==> config.mk <==
export PLATFORM = sky130hd
export DESIGN_NAME = gem_link_top
export DESIGN_NICKNAME = d
export VERILOG_FILES = /design/src/hw/gem_link_pkg.sv /design/src/hw/gem_link_timer.sv /design/src/hw/gem_link_startup.sv /design/src/hw/gem_link_framer.sv /design/src/hw/gem_link_top.sv
export VERILOG_INCLUDE_DIRS = /design/src /design/src/hw
export SDC_FILE = /design/constraint.sdc
export NUM_CORES = 1
export LEC_CHECK = 0
export BUFFER_PORTS_ARGS = -buffer_cell sky130_fd_sc_hd__buf_2
export CAP_MARGIN = 20
export CORE_AREA = 2 2 96 98
export CTS_CLUSTER_SIZE = 40
export DETAILED_ROUTE_END_ITERATION = 8
export DIE_AREA = 0 0 98 100
export PLACE_DENSITY = 0.67
export SYNTH_ARGS = -nofsm -noshare
export SYNTH_HDL_FRONTEND = slang
export SYNTH_SLANG_ARGS = --single-unit
==> constraint.sdc <==
create_clock -name clock_40 -period 5.9 [get_ports clock_40]
set_clock_uncertainty 0.15 [all_clocks]
set_input_delay 1.18 -clock clock_40 [delete_from_list [all_inputs] [get_ports clock_40]]
set_output_delay 1.18 -clock clock_40 [all_outputs]
set_load 0.02 [all_outputs]
==> src/hw/gem_link_config.svh <==
`ifndef GEM_LINK_CONFIG_SVH
`define GEM_LINK_CONFIG_SVH

// ----------------------------------------
// Widths
// ----------------------------------------
`define GEM_TMR_W         8         // Startup and ready timer counters
`define GEM_WORD_W        56        // Cluster word from the trigger logic
`define GEM_TX_W          16        // Transceiver parallel data

// ----------------------------------------
// Startup timing, in clock_40 cycles
// ----------------------------------------
`define GEM_MGT_RESET_CYC 16        // mgt_reset high after rst or retry
`define GEM_TXRESET_GAP   6         // Lock must be stable this long
`define GEM_DONE_WAIT     20        // Floor between txreset and link up
`define GEM_READY_HOLD    32        // Link up settle time before ready

// ----------------------------------------
// K-codes
// ----------------------------------------
`define GEM_K_BC0         8'h1C     // K28.0
`define GEM_K_RESYNC      8'h3C     // K28.1
`define GEM_K_OVF         8'hFC     // K28.7, more than 8 clusters
`define GEM_K_SEQ0        8'hBC     // K28.5, bunch sequence 0
`define GEM_K_SEQ1        8'hF7     // K23.7
`define GEM_K_SEQ2        8'hFB     // K27.7
`define GEM_K_SEQ3        8'hFD     // K29.7
`define GEM_IDLE_WORD     16'hFFFC  // Sent with isk 01 while link is down

`endif

==> src/hw/gem_link_pkg.sv <==
`default_nettype none

`include "gem_link_config.svh"

package gem_link_pkg;

   // ----------------------------------------
   // Startup FSM
   // ----------------------------------------
   typedef enum logic [2:0] {
      ST_MGT_RESET = 3'd0,   // Transceiver held in reset
      ST_WAIT_LOCK = 3'd1,   // PLL lock, then a guard gap
      ST_TXRESET   = 3'd2,   // Single cycle PCS reset
      ST_WAIT_DONE = 3'd3,   // Reset done plus minimum wait
      ST_LINK_UP   = 3'd4    // Framer may send
   } startup_state_t;

   // ----------------------------------------
   // Frame types
   // ----------------------------------------
   typedef logic [1:0] frame_slot_t;              // 0 is the head slot

   typedef logic [`GEM_WORD_W-1:0] gem_word_t;    // One cluster word

   // Head of a frame, separator in the low byte
   typedef struct packed {
      logic [7:0] data_lo;   // Cluster bits 7:0
      logic [7:0] sep;       // K-code, goes out with isk bit 0 set
   } tx_head_t;

   // Same 16 bits, decoded by slot
   typedef union packed {
      logic [`GEM_TX_W-1:0] raw;   // Payload slices, slots 1 to 3
      tx_head_t             head;  // Slot 0
   } tx_word_u;

endpackage

`default_nettype wire

==> src/hw/gem_link_timer.sv <==
`default_nettype none

`include "gem_link_config.svh"

// Saturating up counter, cleared by clear_i
module gem_link_timer (
   input  wire                   clock_40,
   input  wire                   rst_i,
   input  wire                   clear_i,
   input  wire  [`GEM_TMR_W-1:0] limit_i,
   output logic [`GEM_TMR_W-1:0] count_o,
   output logic                  done_o
);

   // ----------------------------------------
   // Counter
   // ----------------------------------------
   always_ff @(posedge clock_40) begin
      if (rst_i || clear_i) begin
         count_o <= '0;                    // Restart from zero
      end
      else if (count_o < limit_i) begin
         count_o <= count_o + 1'b1;
      end
      else begin
         count_o <= count_o;               // Parked at the limit
      end
   end

   // ----------------------------------------
   // Terminal flag
   // ----------------------------------------

   // High for as long as the count sits on the limit
   assign done_o = (count_o == limit_i);

endmodule

`default_nettype wire

==> src/hw/gem_link_startup.sv <==
`default_nettype none

`include "gem_link_config.svh"

// Transceiver reset sequencer with retry on loss of lock or done
module gem_link_startup (
   input  wire                   clock_40,
   input  wire                   rst_i,
   input  wire                   pll_lock_i,
   input  wire                   tx_done_i,
   input  wire                   tmr_done_i,
   output logic                  tmr_clear_o,
   output logic [`GEM_TMR_W-1:0] tmr_limit_o,
   output logic                  mgt_reset_o,
   output logic                  txreset_o,
   output logic                  link_up_o
);

   import gem_link_pkg::*;

   startup_state_t state_q;   // Current state
   startup_state_t state_d;   // Next state

   // ----------------------------------------
   // State register
   // ----------------------------------------
   always_ff @(posedge clock_40) begin
      if (rst_i) begin
         state_q <= ST_MGT_RESET;
      end
      else begin
         state_q <= state_d;
      end
   end

   // ----------------------------------------
   // Next state
   // ----------------------------------------
   always_comb begin
      state_d = state_q;
      case (state_q)
         ST_MGT_RESET: begin
            if (tmr_done_i) state_d = ST_WAIT_LOCK;
         end
         ST_WAIT_LOCK: begin
            // Timer only runs while lock is present
            if (pll_lock_i && tmr_done_i) state_d = ST_TXRESET;
         end
         ST_TXRESET: begin
            if (!pll_lock_i) state_d = ST_MGT_RESET;   // Retry
            else             state_d = ST_WAIT_DONE;
         end
         ST_WAIT_DONE: begin
            if (!pll_lock_i)                   state_d = ST_MGT_RESET;
            else if (tx_done_i && tmr_done_i)  state_d = ST_LINK_UP;
         end
         ST_LINK_UP: begin
            // Either one dropping restarts the whole sequence
            if (!pll_lock_i || !tx_done_i) state_d = ST_MGT_RESET;
         end
         default: state_d = ST_MGT_RESET;
      endcase
   end

   // ----------------------------------------
   // Timer control
   // ----------------------------------------

   // Fresh count on entry to each state; gap restarts on any lock glitch
   assign tmr_clear_o = (state_d != state_q) ||
                        ((state_q == ST_WAIT_LOCK) && !pll_lock_i);

   // Count runs from 0, so the terminal value is one less than the length
   always_comb begin
      case (state_q)
         ST_MGT_RESET: tmr_limit_o = `GEM_TMR_W'(`GEM_MGT_RESET_CYC - 1);
         ST_WAIT_LOCK: tmr_limit_o = `GEM_TMR_W'(`GEM_TXRESET_GAP - 1);
         ST_WAIT_DONE: tmr_limit_o = `GEM_TMR_W'(`GEM_DONE_WAIT - 1);
         default:      tmr_limit_o = '0;   // Not timed
      endcase
   end

   // ----------------------------------------
   // Outputs
   // ----------------------------------------
   assign mgt_reset_o = (state_q == ST_MGT_RESET);
   assign txreset_o   = (state_q == ST_TXRESET);   // Exactly one cycle
   assign link_up_o   = (state_q == ST_LINK_UP);

endmodule

`default_nettype wire

==> src/hw/gem_link_framer.sv <==
`default_nettype none

`include "gem_link_config.svh"

// Four slot framer: head {data[7:0], sep} then three 16 bit payload slices
module gem_link_framer (
   input  wire                      clock_40,
   input  wire                      rst_i,
   input  wire                      link_up_i,
   input  wire                      word_valid_i,
   output logic                     word_ready_o,
   input  wire gem_link_pkg::gem_word_t gem_data_i,
   input  wire                      overflow_i,
   input  wire                      bc0_i,
   input  wire                      resync_i,
   input  wire  [1:0]               bxn_lsbs_i,
   output gem_link_pkg::tx_word_u   tx_data_o,
   output logic [1:0]               tx_isk_o
);

   import gem_link_pkg::*;

   frame_slot_t            slot_q;      // Slot now on tx_data_o
   logic                   take;        // Handshake completes this edge
   logic [`GEM_WORD_W-9:0] payload_q;   // Upper 48 bits of current word
   logic [7:0]             sep;         // Separator for the offered word
   tx_word_u               tx_next;
   logic [1:0]             isk_next;

   // ----------------------------------------
   // Slot counter and handshake
   // ----------------------------------------

   // Parked at 3 while down, so the first cycle of link up is a ready cycle
   always_ff @(posedge clock_40) begin
      if (rst_i || !link_up_i) begin
         slot_q <= 2'd3;
      end
      else begin
         slot_q <= slot_q + 2'd1;   // Wraps 3 to 0
      end
   end

   assign word_ready_o = link_up_i && (slot_q == 2'd3);  // Head loads next edge
   assign take         = word_ready_o && word_valid_i;

   // ----------------------------------------
   // Separator select
   // ----------------------------------------
   always_comb begin
      if (bc0_i) begin
         sep = `GEM_K_BC0;
      end
      else if (resync_i) begin
         sep = `GEM_K_RESYNC;
      end
      else if (overflow_i) begin
         sep = `GEM_K_OVF;
      end
      else begin
         case (bxn_lsbs_i)   // Bunch sequence follows the TTC counter
            2'd0:    sep = `GEM_K_SEQ0;
            2'd1:    sep = `GEM_K_SEQ1;
            2'd2:    sep = `GEM_K_SEQ2;
            default: sep = `GEM_K_SEQ3;
         endcase
      end
   end

   // ----------------------------------------
   // Payload hold
   // ----------------------------------------
   always_ff @(posedge clock_40) begin
      if (word_ready_o) begin
         // Empty frame carries zeros
         payload_q <= take ? gem_data_i[`GEM_WORD_W-1:8] : '0;
      end
   end

   // ----------------------------------------
   // Next transmit word
   // ----------------------------------------
   always_comb begin
      tx_next.raw = `GEM_IDLE_WORD;   // Idle unless link is up
      isk_next    = 2'b01;
      if (link_up_i) begin
         case (slot_q)   // Current slot, next one goes out
            2'd3: begin
               tx_next.head.data_lo = take ? gem_data_i[7:0] : 8'h00;
               tx_next.head.sep     = take ? sep : `GEM_K_SEQ0;
               isk_next             = 2'b01;   // K-code in low byte
            end
            2'd0: begin
               tx_next.raw = payload_q[15:0];    // Word bits 23:8
               isk_next    = 2'b00;
            end
            2'd1: begin
               tx_next.raw = payload_q[31:16];   // Word bits 39:24
               isk_next    = 2'b00;
            end
            default: begin
               tx_next.raw = payload_q[47:32];   // Word bits 55:40
               isk_next    = 2'b00;
            end
         endcase
      end
   end

   // ----------------------------------------
   // Output register
   // ----------------------------------------
   always_ff @(posedge clock_40) begin
      if (rst_i) begin
         tx_data_o.raw <= `GEM_IDLE_WORD;
         tx_isk_o      <= 2'b01;
      end
      else begin
         tx_data_o <= tx_next;
         tx_isk_o  <= isk_next;
      end
   end

endmodule

`default_nettype wire

==> src/hw/gem_link_top.sv <==
`default_nettype none

`include "gem_link_config.svh"

// Single optical link, startup sequencer plus framer on clock_40
module gem_link_top (
   input  wire                      clock_40,
   input  wire                      rst_i,
   input  wire                      pll_lock_i,
   input  wire                      tx_done_i,
   input  wire                      force_not_ready_i,
   input  wire                      word_valid_i,
   input  wire gem_link_pkg::gem_word_t gem_data_i,
   input  wire                      overflow_i,
   input  wire                      bc0_i,
   input  wire                      resync_i,
   input  wire  [1:0]               bxn_lsbs_i,
   output wire                      word_ready_o,
   output wire gem_link_pkg::tx_word_u tx_data_o,
   output wire  [1:0]               tx_isk_o,
   output wire                      mgt_reset_o,
   output wire                      txreset_o,
   output wire                      link_up_o,
   output wire                      link_ready_o
);

   wire                  tmr_clear;     // Startup timer restart
   wire [`GEM_TMR_W-1:0] tmr_limit;     // Per state terminal count
   wire                  tmr_done;
   wire                  ready_clear;   // Ready hold restart

   // ----------------------------------------
   // Startup sequencer
   // ----------------------------------------
   gem_link_startup u_startup (
      .clock_40    (clock_40),
      .rst_i       (rst_i),
      .pll_lock_i  (pll_lock_i),
      .tx_done_i   (tx_done_i),
      .tmr_done_i  (tmr_done),
      .tmr_clear_o (tmr_clear),
      .tmr_limit_o (tmr_limit),
      .mgt_reset_o (mgt_reset_o),
      .txreset_o   (txreset_o),
      .link_up_o   (link_up_o)
   );

   gem_link_timer u_startup_timer (
      .clock_40 (clock_40),
      .rst_i    (rst_i),
      .clear_i  (tmr_clear),
      .limit_i  (tmr_limit),
      .count_o  (),
      .done_o   (tmr_done)
   );

   // ----------------------------------------
   // Ready hold
   // ----------------------------------------
   assign ready_clear = !link_up_o || force_not_ready_i;

   gem_link_timer u_ready_timer (
      .clock_40 (clock_40),
      .rst_i    (rst_i),
      .clear_i  (ready_clear),
      .limit_i  (`GEM_TMR_W'(`GEM_READY_HOLD)),
      .count_o  (),
      .done_o   (link_ready_o)   // Saturated count means ready
   );

   // ----------------------------------------
   // Framer
   // ----------------------------------------
   gem_link_framer u_framer (
      .clock_40     (clock_40),
      .rst_i        (rst_i),
      .link_up_i    (link_up_o),
      .word_valid_i (word_valid_i),
      .word_ready_o (word_ready_o),
      .gem_data_i   (gem_data_i),
      .overflow_i   (overflow_i),
      .bc0_i        (bc0_i),
      .resync_i     (resync_i),
      .bxn_lsbs_i   (bxn_lsbs_i),
      .tx_data_o    (tx_data_o),
      .tx_isk_o     (tx_isk_o)
   );

endmodule

`default_nettype wire

# Word-level counts from Yosys, hierarchy flattened
# Index checks and enable logic that the tools add are counted.
# word_totals
reg_bits	87
output_inout_bits	23
wordCells	58
# op_classes
add_sub_neg	3
magnitude_cmp	2
eq_ne	11
muxes	16
n_bitwise	1
reduce_logical	18
# op_table
cell	n
one-hot mux 16 bit (3 select lines)	1
two-way mux 8 bit	5
one-hot mux 7 bit (3 select lines)	1
adder 8 x 1 -> 8 bit, second input constant	2
two-way mux 3 bit	5
one-hot mux 3 bit (5 select lines)	1
one-hot mux 5 bit (3 select lines)	1
== test 8 x 5 -> 1 bit	1
== test 8 x 6 -> 1 bit, second input constant	1
less-than comparator 8 x 5 -> 1 bit	1
less-than comparator 8 x 6 -> 1 bit, second input constant	1
== test 3 x 2 -> 1 bit, second input constant	2
logical OR 1 bit	6
logical AND 1 bit	5
== test 2 x 1 -> 1 bit, second input constant	2
== test 2 bit, second input constant	2
zero test 2 bit	2
== test 3 x 1 -> 1 bit, second input constant	1
== test 3 bit, second input constant	1
zero test 1 bit	3
zero test 3 bit	1
!= test 3 bit	1
adder 2 x 1 -> 2 bit, second input constant	1
two-way mux 2 bit	1
3 further kinds	3

# Logic depth before layout (Yosys ltp)
# Gate-level depths: netlist of run 1.
# logic_depth
ltp_word	10
depth_mapped	9
depth_no_buf	8

# Modules after synthesis
# Synthesis of run 1 repeated with hierarchy kept, for this count alone.
# hier_totals
cells_unflattened	409
hier_area_um2	4337.9
# by_module_without_submodules
module	instances	cells_each	area_per_inst_um2	seq_area_each_um2
gem_link_framer	1	222	2826.5	1821.7
gem_link_timer	2	73	600.6	160.2
gem_link_startup	1	38	296.5	60.1
gem_link_top	1	3	13.8	0.0

# Worst setup path after synthesis of run 1
# OpenSTA, ideal clock, no wires.
# synth_timing
kind	reg-to-output
from	register u_startup.state_q[0]
to	output port word_ready_o
t_arrival_ps	2200
slack_ps	2370
path_stages_with_launch	4
n_path_buf	1
path_cell_list	dfxtp_1 -> buf_2 -> nor3b_4 -> and2_1
# synth_between
elab_chain_cells	2
# synth_lines
element	line_no	rtl
from (decl)	gem_link_startup.sv:21	startup_state_t state_q;
from (signal assigned)	gem_link_startup.sv:32	state_q <= state_d;
== test 3 bit	gem_link_startup.sv:88	assign link_up_o = (state_q == ST_LINK_UP);
net link_up_o	gem_link_top.sv:23	output wire link_up_o,
logical AND 1 bit	gem_link_framer.sv:44	assign word_ready_o = link_up_i && (slot_q == 2'd3);
to (decl)	gem_link_top.sv:18	output wire word_ready_o,
# The timed path passes the listed nets, and every way through them passes these cells.

# Worst setup path in the final report of run 1
# layout_timing
from	register u_startup.state_q[2]
to	output port word_ready_o
# layout_between
elab_chain_cells	2
# layout_lines
element	line_no
== test 3 bit	gem_link_startup.sv:88
logical AND 1 bit	gem_link_framer.sv:44
# Every way passes these cells.

==> metrics.md, run 1 <==
| Metric | Value |
|---|---|
| Maximum VDD drop | approximately 0.00014 V |
| R2R Setup Slk | 3270 ps |
| Compound-cell area share of the yosys netlist | 0.147 |
| Setup crit start | u_startup.state_q[2] |
| Post-synth top flop | edfxtp_1 |
| CTS clk-pin slew, worst paths | 80 ps |
| Port bufs | 88 |
| CP Launch Type | flop |
| YS warnings | 0 |
| Hold crit path type | reg2reg |
| Core footprint | 8890 um2 |
| Asr flop ratio synth | 0 |
| Vias per std cell | 5.08 |
| Crit. End Element | output port |
| Final hold viol count | 0 |
| Detailed Routing Iterations Pass 1 | 4 |
| Synthesis-to-layout area growth | 18.0% |
| Period minus WS final | between 3000 and 4000 ps |
| Slowest cell on crit path | buf_4 |
| Leading cell type in the layout, fill and taps excluded | buf_2 |
| Post-DP HPWL | 5230 um |
| Netlist cell types | 52 |
| Layout net count | 514 |
| Util after Layout | 0.515 |
| Row count | 35 |
| Vias | 2,783 |
| Synth Area in Simple Gates | 0.183 |
| Final setup margin | 2400 ps |
| CTS sink cnt | 86 |
| Status | finished clean |
| Global Route Usage Sum | 0.157 |
| DRC | 0 |
| Area leader, netlist | edfxtp_1 |
| Largest family of logic cells by synthesized area | simple AND/OR/NAND/NOR gates |
| Skew-Pair Late Insertion Delay | 340 ps |
| CTS Buf Count | 9 |
| Final setup vio count | 0 |
| Die span in y | around 100 um |
| Critical path fanouts, max | 49 |
| Ant diodes | 0 |
| Initial Util | 0.436 |
| Area of the multi-input gates | 1510 um2 |
| Initial DRC Count | 135 |
| RSZ-0062 raised after global routing | no |
| Critical Path End | word_ready_o |
| Die footprint | 9800 um2 |
| CTS tree | done |
| Post-synth top area share | 0.372 |
| DRT Wirelength | about 7500 um |
| Synth Register Bits | 86 |
| Main area contributors after synthesis | edfxtp_1, dfxtp_1, and2_1 |
| Initial antenna violation count | 0 |
| Worst path cell trace | nor3b_4 -> and2_2 -> buf_4 -> buf_2 |
| DRT antenna net count | 0 |
| First-pass GRT wire length | 12,000 um |
| IO Count | 90 |
| Maximum number of pins on one net before global-route repair | 58 |
| Leakage | 1.92 nW |
| Worst-Margin Slew | 689 ps |
| Worst setup path category | reg2out |
| Period Utilization, post-route | 0.594 |
| RR Endpoint | u_startup_timer.count_o[5] |
| R2R cell count | 7 |
| Vias in the first global route | 2,584 |
| DR WL/cell | 13.8 um |
| Fin Setup TNS | 0 ps |
| H-tree depth | 3 |
| Commonest cells after routing, fill and taps aside | buf_2, and2_1, edfxtp_1 |
| Max-cap violations | 0 |
| Hold Slack | 285 ps |
| Postcts setup bufs | 0 |
| Sequential Area | 2200 um2 |
| Power density cells | between 200 and 250 nW/um2 |
| Slew Limit Headroom | 0.540 |
| Mapped Cells | 350 |
| Sequential area share after synthesis | 0.568 |
| Post-CTS Hold Buffers | 0 |
| Mapped Area | 3880 um2 |
| Final GP Congestion | 0.837 |
| Multiplexer share of the synthesized area | 0 |
| Worst path required time | 4570 ps |
| Grt ovf | 0 |
| Max incr delay on CP | 500 ps |
| Die Wd | 98 um |
| Synth Net Count | roughly 430 |
| Clock Path Buffers | 2 |
| Share of layout cells above drive strength 1 | 0.259 |
| FF-to-FF Start | u_startup.state_q[1] |
| Post-Synth Adder-Cell Area | 0.0484 |
| Mapped Avg Cell Area | about 11 um2 |
| Post-synth EDFFs | 48 |
| Slew Limit Fails | 0 |
| WP data arrival | 2170 ps |
| Xor-xnor portion of the synthesized cell area | 0.00904 |
| Fillers | 817 |
| Fmax | approximately 290 MHz |
| Clock root cell | clkbuf_8 |
| Total power draw | 1.07 mW |
| Post-cts resize count | 0 |
| Dpl ws | roughly 2800 ps |
## final cells by class
type	count	share of cell area
inverters	19	0.0156
clock inverters	4	0.0104
flip-flops and latches	86	0.481
multi-input cells	225	0.329
repair buffers	91	0.101
clock buffers	12	0.0317
well taps	111	0.0304
## metal layers
layer	vias up	track usage	share of wire
li1	1415	-	-
met5	-	0	0
met2	79	0.241	0.45
met1	1278	0.213	0.47
met4	0	0.0652	0.015
met3	11	0.0411	0.060
## worst min path at each step
stage	endpoint	from	slack, ps	depth (start not counted)
CTS	u_framer.slot_q[0]	u_framer.slot_q[0]	280	1
finish	u_framer.slot_q[0]	u_framer.slot_q[0]	290	1
detailed placement	u_framer.slot_q[0]	u_framer.slot_q[0]	260	1
floorplan	u_framer.slot_q[0]	u_framer.slot_q[0]	240	1
global route	u_startup_timer.count_o[7]	u_startup_timer.count_o[7]	310	2
global placement	u_framer.slot_q[0]	u_framer.slot_q[0]	250	1
## logic make-up (layout without fill, tap and decap cells)
family | count (synthesis) | after routing
xor+xnor | 4 | 4
fa+ha+maj | 15 | 15
compound gates | 82 | 82
buf+inv | 39 | 126
flops | 86 | 86
simple gates | 123 | 123
other cells | 1 | 1
## flip-flops by register name, summed over array words and instances, names as in the netlist
signal / flops
u_framer.payload_q: 48
u_framer.slot_q: 2
u_framer.tx_data_o: 16
u_framer.tx_isk_o: 1
u_ready_timer.count_o: 8
u_startup.state_q: 3
u_startup_timer.count_o: 8
## synth_stat cells (4+ instances only)
cell,n
and2_1,49
edfxtp_1,48
dfxtp_1,38
nor2_1,22
inv_1,19
o21ai_0,16
ha_1,15
nand2_1,15
a21oi_1,13
clkbuf_1,10
a211oi_1,9
a22o_1,8
o31ai_1,6
a31oi_1,5
and3_1,4
buf_2,4
nand2b_1,4
nand4_1,4
nor3_1,4
## through the flow
stage / cell area, um2 / instances
6_report: 4570 / 548
5_1_grt: 4570 / 548
4_1_cts: 4570 / 548
3_5_place_dp: 4380 / 532
3_3_place_gp: 4380 / 532
2_1_floorplan: 3880 / 350
## critical path: cells and delay by family, from the launching register on
family | cells | cell delay (ps)
buffers and inverters | 2 | 770
flip-flops | 1 | 450
AND/OR/NAND/NOR | 2 | 590
## power by group
part	internal [mW]	leakage (nW)	switching [mW]	total (mW)
combinational	0.0209	0.969	0.0144	0.0353
sequential	0.627	0.858	0.00214	0.629
clock	0.206	0.0964	0.195	0.401
Power figures use the tool's default switching activity.
==> inputs of run 2 (changes only) <==
ABC_AREA = 1   (was default)
CORE_AREA = 2 2 100 102   (was 2 2 96 98)
DIE_AREA = 0 0 102 104   (was 0 0 98 100)
PLACE_DENSITY = 0.65   (was 0.67)
clock period = 3.6 ns   (was 5.9 ns; I/O delays follow)
==> run 2 against run 1 <==
Against the previous run: synthesized cell count increased by 36%; die area increased by 8.2%; critical path type unchanged; hold slack got worse by 2.4 ps; flip-flop and latch count unchanged.
==> metrics.md, run 2 <==
| Metric | Value |
|---|---|
| First-pass GRT wire length | 14,600 um (was 12,000 um) |
| Int Pwr | 1.45 mW (was 854 uW) |
| Power density cells | 373 nW/um2 (was 233 nW/um2) |
| Grt ovf | 0 (unchanged) |
| Top cells by count, synth | nand2_1, inv_1, nor2_1, edfxtp_1, dfxtp_1 (was and2_1, edfxtp_1, dfxtp_1, nor2_1, inv_1) |
| DRC | 0 (unchanged) |
| Post-synth top area share | 0.347 (was 0.372) |
| Slew Limit Fails | 0 (unchanged) |
| Slew Limit Headroom | 0.519 (was 0.540) |
| Hold crit path type | reg2reg (unchanged) |
| Initial DRC Count | 164 (was 135) |
| Final hold viol count | 0 (unchanged) |
| Vias in the first global route | 3,150 (was 2,584) |
| Layout net count | 643 (was 514) |
| Clock share of power | 0.394 (was 0.377) |
| Xor-xnor portion of the synthesized cell area | 0.0105 (was 0.00904) |
| Worst-Margin Slew | 722 ps (was 689 ps) |
| Synth Net Count | 557 (was 432) |
| Post-synth top flop | edfxtp_1 (unchanged) |
| Largest family of logic cells by synthesized area | simple AND/OR/NAND/NOR gates (unchanged) |
| DRT Wirelength | 8710 um (was 7550 um) |
| Post-cts resize count | 0 (unchanged) |
| Mapped Cells | 475 (was 350) |
| H-tree depth | 3 (unchanged) |
| DR WL/cell | 12.5 um (was 13.8 um) |
| Synthesis-to-layout area growth | 18.2% (was 18.0%) |
| Status | finished clean (unchanged) |
| Sequential area share after synthesis | 0.530 (was 0.568) |
| Post-DP HPWL | 6370 um (was 5230 um) |
| Skew-Pair Late Insertion Delay | 350 ps (was 340 ps) |
| Fin Setup TNS | 0 ps (unchanged) |
| Hold Slack | 283 ps (was 285 ps) |
| DRT antenna net count | 0 (unchanged) |
| RSZ-0062 raised after global routing | no (unchanged) |
| Row count | 36 (was 35) |
| Finished Layout Cells | 699 (was 548) |
| Min-delay src | u_ready_timer.count_o[6] (was u_framer.slot_q[0]) |
| Largest regs | u_framer.payload_q (48), u_framer.tx_data_o (16) (unchanged) |
| Fillers | 950 (was 817) |
| FF-to-FF Start | u_framer.slot_q[0] (was u_startup.state_q[1]) |
| Synth Area in Simple Gates | 0.253 (was 0.183) |
| Setup crit start | u_framer.slot_q[0] (was u_startup.state_q[2]) |
| Leading cell type in the layout, fill and taps excluded | nand2_1 (was buf_2) |
| YS warnings | 0 (unchanged) |
| Period minus WS final | 2630 ps |
| CTS sink cnt | 86 (unchanged) |
| Core footprint | 9550 um2 (was 8890 um2) |
| Count leader, synth | nand2_1 (was and2_1) |
| Mapped Avg Cell Area | 8.75 um2 (was 11.1 um2) |
| Largest Register | u_framer.payload_q (unchanged) |
| Die Wd | 102 um (was 98 um) |
| Global Route Usage Sum | 0.175 (was 0.157) |
| Sequential Power Share | 0.562 (was 0.590) |
| Post-synth EDFFs | 48 (unchanged) |
| Crit. End Element | output port (unchanged) |
| Detailed Routing Iterations Pass 1 | 4 (unchanged) |
| Fmax | 380 MHz |
| Worst setup path category | reg2out (unchanged) |
| Max-cap violations | 0 (unchanged) |
| Final setup vio count | 0 (unchanged) |
| Asr flop ratio synth | 0 (unchanged) |
| WP data arrival | 1760 ps (was 2170 ps) |
| Worst path required time | 2730 ps (was 4570 ps) |
| Max FFs per register | 48 (unchanged) |
| Die span in y | 104 um (was 100 um) |
| Postcts setup bufs | 0 (unchanged) |
| Comb power frac | 0.044 (was 0.033) |
| CTS Buf Count | 9 (unchanged) |
| Vias | 3,174 (was 2,783) |
| CP Launch Type | flop (unchanged) |
| Final GP Congestion | 0.855 (was 0.837) |
| Total power draw | 1.83 mW (was 1.07 mW) |
| Clock Path Buffers | 2 (unchanged) |
| Period Utilization, post-route | 0.730 |
| Main area contributors after synthesis | edfxtp_1, dfxtp_1, nand2_1 (was edfxtp_1, dfxtp_1, and2_1) |
| NetSw | 386 uW (was 212 uW) |
| Cell total after placement | 683 (was 532) |
| Mapped Area | 4160 um2 (was 3880 um2) |
| Post-CTS Hold Buffers | 0 (unchanged) |
| Multiplexer share of the synthesized area | 0 (unchanged) |
| Commonest cells after routing, fill and taps aside | nand2_1, buf_2, inv_1 (was buf_2, and2_1, edfxtp_1) |
| Leakage | 2.22 nW (was 1.92 nW) |
| Post-Synth Adder-Cell Area | 0.0452 (was 0.0484) |
| Compound-cell area share of the yosys netlist | 0.0590 (was 0.147) |
| Area leader, netlist | edfxtp_1 (unchanged) |
| Initial antenna violation count | 0 (unchanged) |
| Vias per std cell | 4.54 (was 5.08) |
| Die footprint | 10,600 um2 (was 9800 um2) |
| Synth Register Bits | 86 (unchanged) |
| Net Sw Frac | 0.210 (was 0.199) |
| Initial Util | 0.435 (was 0.436) |
| Critical path fanouts, max | 11 (was 49) |
| IO Count | 90 (unchanged) |
| Maximum VDD drop | 0.000199 V (was 0.000143 V) |
| Port bufs | 88 (unchanged) |
| Share of layout cells above drive strength 1 | 0.256 (was 0.259) |
| Netlist cell types | 38 (was 52) |
| Clock root cell | clkbuf_8 (unchanged) |
| Ant diodes | 0 (unchanged) |
| Maximum number of pins on one net before global-route repair | 51 (was 58) |
| CTS clk-pin slew, worst paths | 90 ps (was 80 ps) |
| CTS tree | done (unchanged) |
[run 2: cell types whose count changed in the layout (fill, tap and decap cells not counted), sizes merged, moves of 6 or more]
cell and delta:
nand2 +83, inv +71, and2 -49, nor2 +44, nand3 +28, a21oi +12, nor3 +10, a211oi -9
o21ai -8, a22o -6, o31ai -6
[run 2: layout make-up]
type                            instances  area, um2  share of cell area
Inverter                               91        347              0.0706
Sequential cell                        86       2200               0.448
Clock buffer                           11        163              0.0331
Timing Repair Buffer                   89        448              0.0912
Multi-Input combinational cell        284       1530               0.312
Tap cell                              133        166              0.0339
Clock inverter                          5       53.8              0.0110
[run 2: metrics by stage]
step	area, um2	worst slack, ps	util
after floorplan	4160	1150	-
after global placement	4700	1230	0.492
after detailed placement	4700	1110	0.492
after CTS	4910	930	0.514
after global routing	4910	839	0.514
final	4910	971	0.514
[run 2: worst max-delay path, cell delays in order, from the launching register on]
cell	delay, ps
dfxtp_1	390
ha_1	290
inv_1	130
nor2_4	340
buf_2	240
[run 2: per-layer routing]
| metal | track usage | up-vias | wire (um) |
|---|---|---|---|
| li1 | - | 1670 | - |
| met1 | 0.248 | 1424 | 4200 |
| met2 | 0.268 | 74 | 3980 |
| met3 | 0.0397 | 6 | 438 |
| met4 | 0.0505 | 0 | 87 |
| met5 | 0 | - | 0 |
[run 2: path summary, 6_finish.rpt]
path	slack, ps	depth (start not counted)	endpoint
max	970	4	word_ready_o
min	280	2	u_ready_timer.count_o[6]
max reg2reg	1120	10	u_framer.tx_data_o[3]
min reg2reg	280	2	u_ready_timer.count_o[6]
[run 2: cells by family (layout without fill, tap and decap cells)]
group / Yosys count / in the layout
AND/OR/NAND/NOR: 220 / 220
buffers and inverters: 105 / 196
flip-flops: 86 / 86
AO/OA/AOI/OAI: 43 / 43
adder cells (fa/ha/maj): 15 / 15
XOR/XNOR: 5 / 5
other: 1 / 1
[run 2: power groups by stage]
stage          clock, mW  sequential, mW  combinational [mW]
6_report           0.723            1.03              0.0799
5_1_grt            0.779            1.03              0.0914
4_1_cts            0.744            1.03              0.0811
3_5_place_dp           0            1.05              0.0807
3_3_place_gp           0            1.05              0.0796
2_1_floorplan          0            1.05              0.0361
==> inputs of run 3 (changes only) <==
clock period = 2.8 ns   (was 3.6 ns; I/O delays follow)
==> run 3 against run 2 <==
Against the previous run: power is 25% higher; critical path depth stayed put; sequential power up 29%; via count grew 1.7%; sequential share of layout area fell by 0.091 points; utilization rose by 0.10 points; non-clock buffer count up 3; hold slack got worse by 0.87 ps; clock-buffer cell count is the same; combinational power grew 31%; largest cell class unchanged.
==> metrics.md, run 3 (synthesized netlist as in run 2, its figures left out) <==
| Metric | Value |
|---|---|
| Status | finished clean (unchanged) |
| Layout net count | 646 (was 643) |
| CTS Buf Count | 9 (unchanged) |
| Grt ovf | 0 (unchanged) |
| Power density cells | 467 nW/um2 (was 373 nW/um2) |
| Crit. End Element | output port (unchanged) |
| Hold crit path type | reg2reg (unchanged) |
| Worst setup path category | reg2out (unchanged) |
| DR WL/cell | 12.6 um (was 12.5 um) |
| Met2 Routed Length | 4050 um (was 3980 um) |
| Finished Layout Cells | 702 (was 699) |
| Synthesis-to-layout area growth | 18.5% (was 18.2%) |
| Initial Util | 0.435 (unchanged) |
| Detailed Routing Iterations Pass 1 | 6 (was 4) |
| Max incr delay on CP | 390 ps (about the same) |
| Core footprint | 9550 um2 (unchanged) |
| WP data arrival | 1810 ps (was 1760 ps) |
| Max layer used | met4 (unchanged) |
| Vias | 3,228 (was 3,174) |
| IO Count | 90 (unchanged) |
| Slowest cell on crit path | dfxtp_1 (unchanged) |
| Share of layout cells above drive strength 1 | 0.260 (was 0.256) |
| Skew-Pair Late Insertion Delay | 350 ps (about the same) |
| Post-CTS Hold Buffers | 0 (unchanged) |
| First-pass GRT wire length | 14,700 um (was 14,600 um) |
| Final setup vio count | 0 (unchanged) |
| Post-DP HPWL | 6580 um (was 6370 um) |
| Largest regs | u_framer.payload_q (48), u_framer.tx_data_o (16) (unchanged) |
| H-tree depth | 3 (unchanged) |
| Met3 wire len | 378 um (was 438 um) |
| Row count | 36 (unchanged) |
| Vias per std cell | 4.60 (was 4.54) |
| DRC | 0 (unchanged) |
| Initial antenna violation count | 0 (unchanged) |
| Max-cap violations | 0 (unchanged) |
| Ant diodes | 0 (unchanged) |
| Global Route Usage Sum | 0.175 (about the same) |
| Cell total after placement | 686 (was 683) |
| Metal1 wirelength | 4240 um (was 4200 um) |
| Slew Limit Headroom | 0.570 (was 0.519) |
| Worst path cell trace | ha_1 -> inv_1 -> nor2_4 -> buf_2 (unchanged) |
| CP Launch Type | flop (unchanged) |
| CTS tree | done (unchanged) |
| Commonest cells after routing, fill and taps aside | nand2_1, buf_2, inv_1 (unchanged) |
| Slew Limit Fails | 0 (unchanged) |
| Final GP Congestion | 0.861 (was 0.855) |
| Postcts setup bufs | 0 (unchanged) |
| Clock root cell | clkbuf_8 (unchanged) |
| Max FFs per register | 48 (unchanged) |
| Fin Setup TNS | 0 ps (unchanged) |
| Period Utilization, post-route | 0.901 |
| Largest Register | u_framer.payload_q (unchanged) |
| Fmax | 396 MHz |
| Maximum number of pins on one net before global-route repair | 37 (was 51) |
| RSZ-0062 raised after global routing | no (unchanged) |
| Final hold viol count | 0 (unchanged) |
| DRT antenna net count | 0 (unchanged) |
| Worst path required time | 2090 ps (was 2730 ps) |
| Die span in y | 104 um (unchanged) |
| Hold Slack | 282 ps (was 283 ps) |
| Port bufs | 88 (unchanged) |
| Post-cts resize count | 0 (unchanged) |
| DRT Wirelength | 8820 um (was 8710 um) |
| Maximum VDD drop | 0.000238 V (was 0.000199 V) |
| Initial DRC Count | 174 (was 164) |
| Die footprint | 10,600 um2 (unchanged) |
| Leakage | 2.21 nW (was 2.22 nW) |
| CTS sink cnt | 86 (unchanged) |
| Period minus WS final | about 2500 ps |
| Critical path fanouts, max | 15 (was 11) |
| Leading cell type in the layout, fill and taps excluded | nand2_1 (unchanged) |
| CTS clk-pin slew, worst paths | 90 ps (about the same) |
| Vias in the first global route | 3,176 (was 3,150) |
| Worst-Margin Slew | 645 ps (was 722 ps) |
| Die Wd | 102 um (unchanged) |
| Clock Path Buffers | 2 (unchanged) |
==> run 3: cell types whose count changed in the layout (fill, tap and decap cells not counted), sizes merged <==
cell,delta
buf,+3
bufinv,-1
clkinvlp,+2
inv,-1
==> run 3: through the flow <==
stage / utilization / power, mW / setup WS, ps / cell area [um2]
4_1_cts: 0.515 / 2.31 / 229 / 4920
6_report: 0.515 / 2.30 / 276 / 4920
5_1_grt: 0.515 / 2.38 / 123 / 4920
3_5_place_dp: 0.494 / 1.46 / 443 / 4720
3_3_place_gp: 0.494 / 1.46 / 564 / 4720
2_1_floorplan: - / 1.40 / 346 / 4160
==> run 3: routing by layer <==
metal | vias to the layer above | global-route usage
met2 | 97 | 0.272
met4 | 0 | 0.0514
li1 | 1674 | -
met5 | - | 0
met1 | 1442 | 0.247
met3 | 15 | 0.0363
==> run 3: final cells by class <==
| type | instances | area [um2] |
|---|---|---|
| clock buffer | 11 | 163 |
| clock inverter | 5 | 41.3 |
| fill | 907 | 4630 |
| inverter | 91 | 347 |
| multi-input combinational | 284 | 1530 |
| sequential | 86 | 2200 |
| tap | 133 | 166 |
| timing repair buffer | 92 | 470 |
==> run 3: power breakdown <==
part | internal (mW) | leakage, nW | switching, mW
Clock | 0.405 | 0.0969 | 0.460
Combinational | 0.0523 | 1.48 | 0.0527
Sequential | 1.32 | 0.638 | 0.00572
==> run 3: path summary, 6_finish.rpt <==
path	to	cells after the start	from	slack, ps
min reg2reg	u_ready_timer.count_o[6]	2	u_ready_timer.count_o[6]	280
max	word_ready_o	4	u_framer.slot_q[0]	280
max reg2reg	u_startup_timer.count_o[2]	13	u_startup.state_q[1]	410
min	u_ready_timer.count_o[6]	2	u_ready_timer.count_o[6]	280
==> run 3: critical path, delay by kind of cell (launching register included) <==
family | cells | cell delay, ps
adder cells (fa/ha/maj) | 1 | 300
buffers and inverters | 2 | 380
flip-flops | 1 | 390
AND/OR/NAND/NOR | 1 | 390
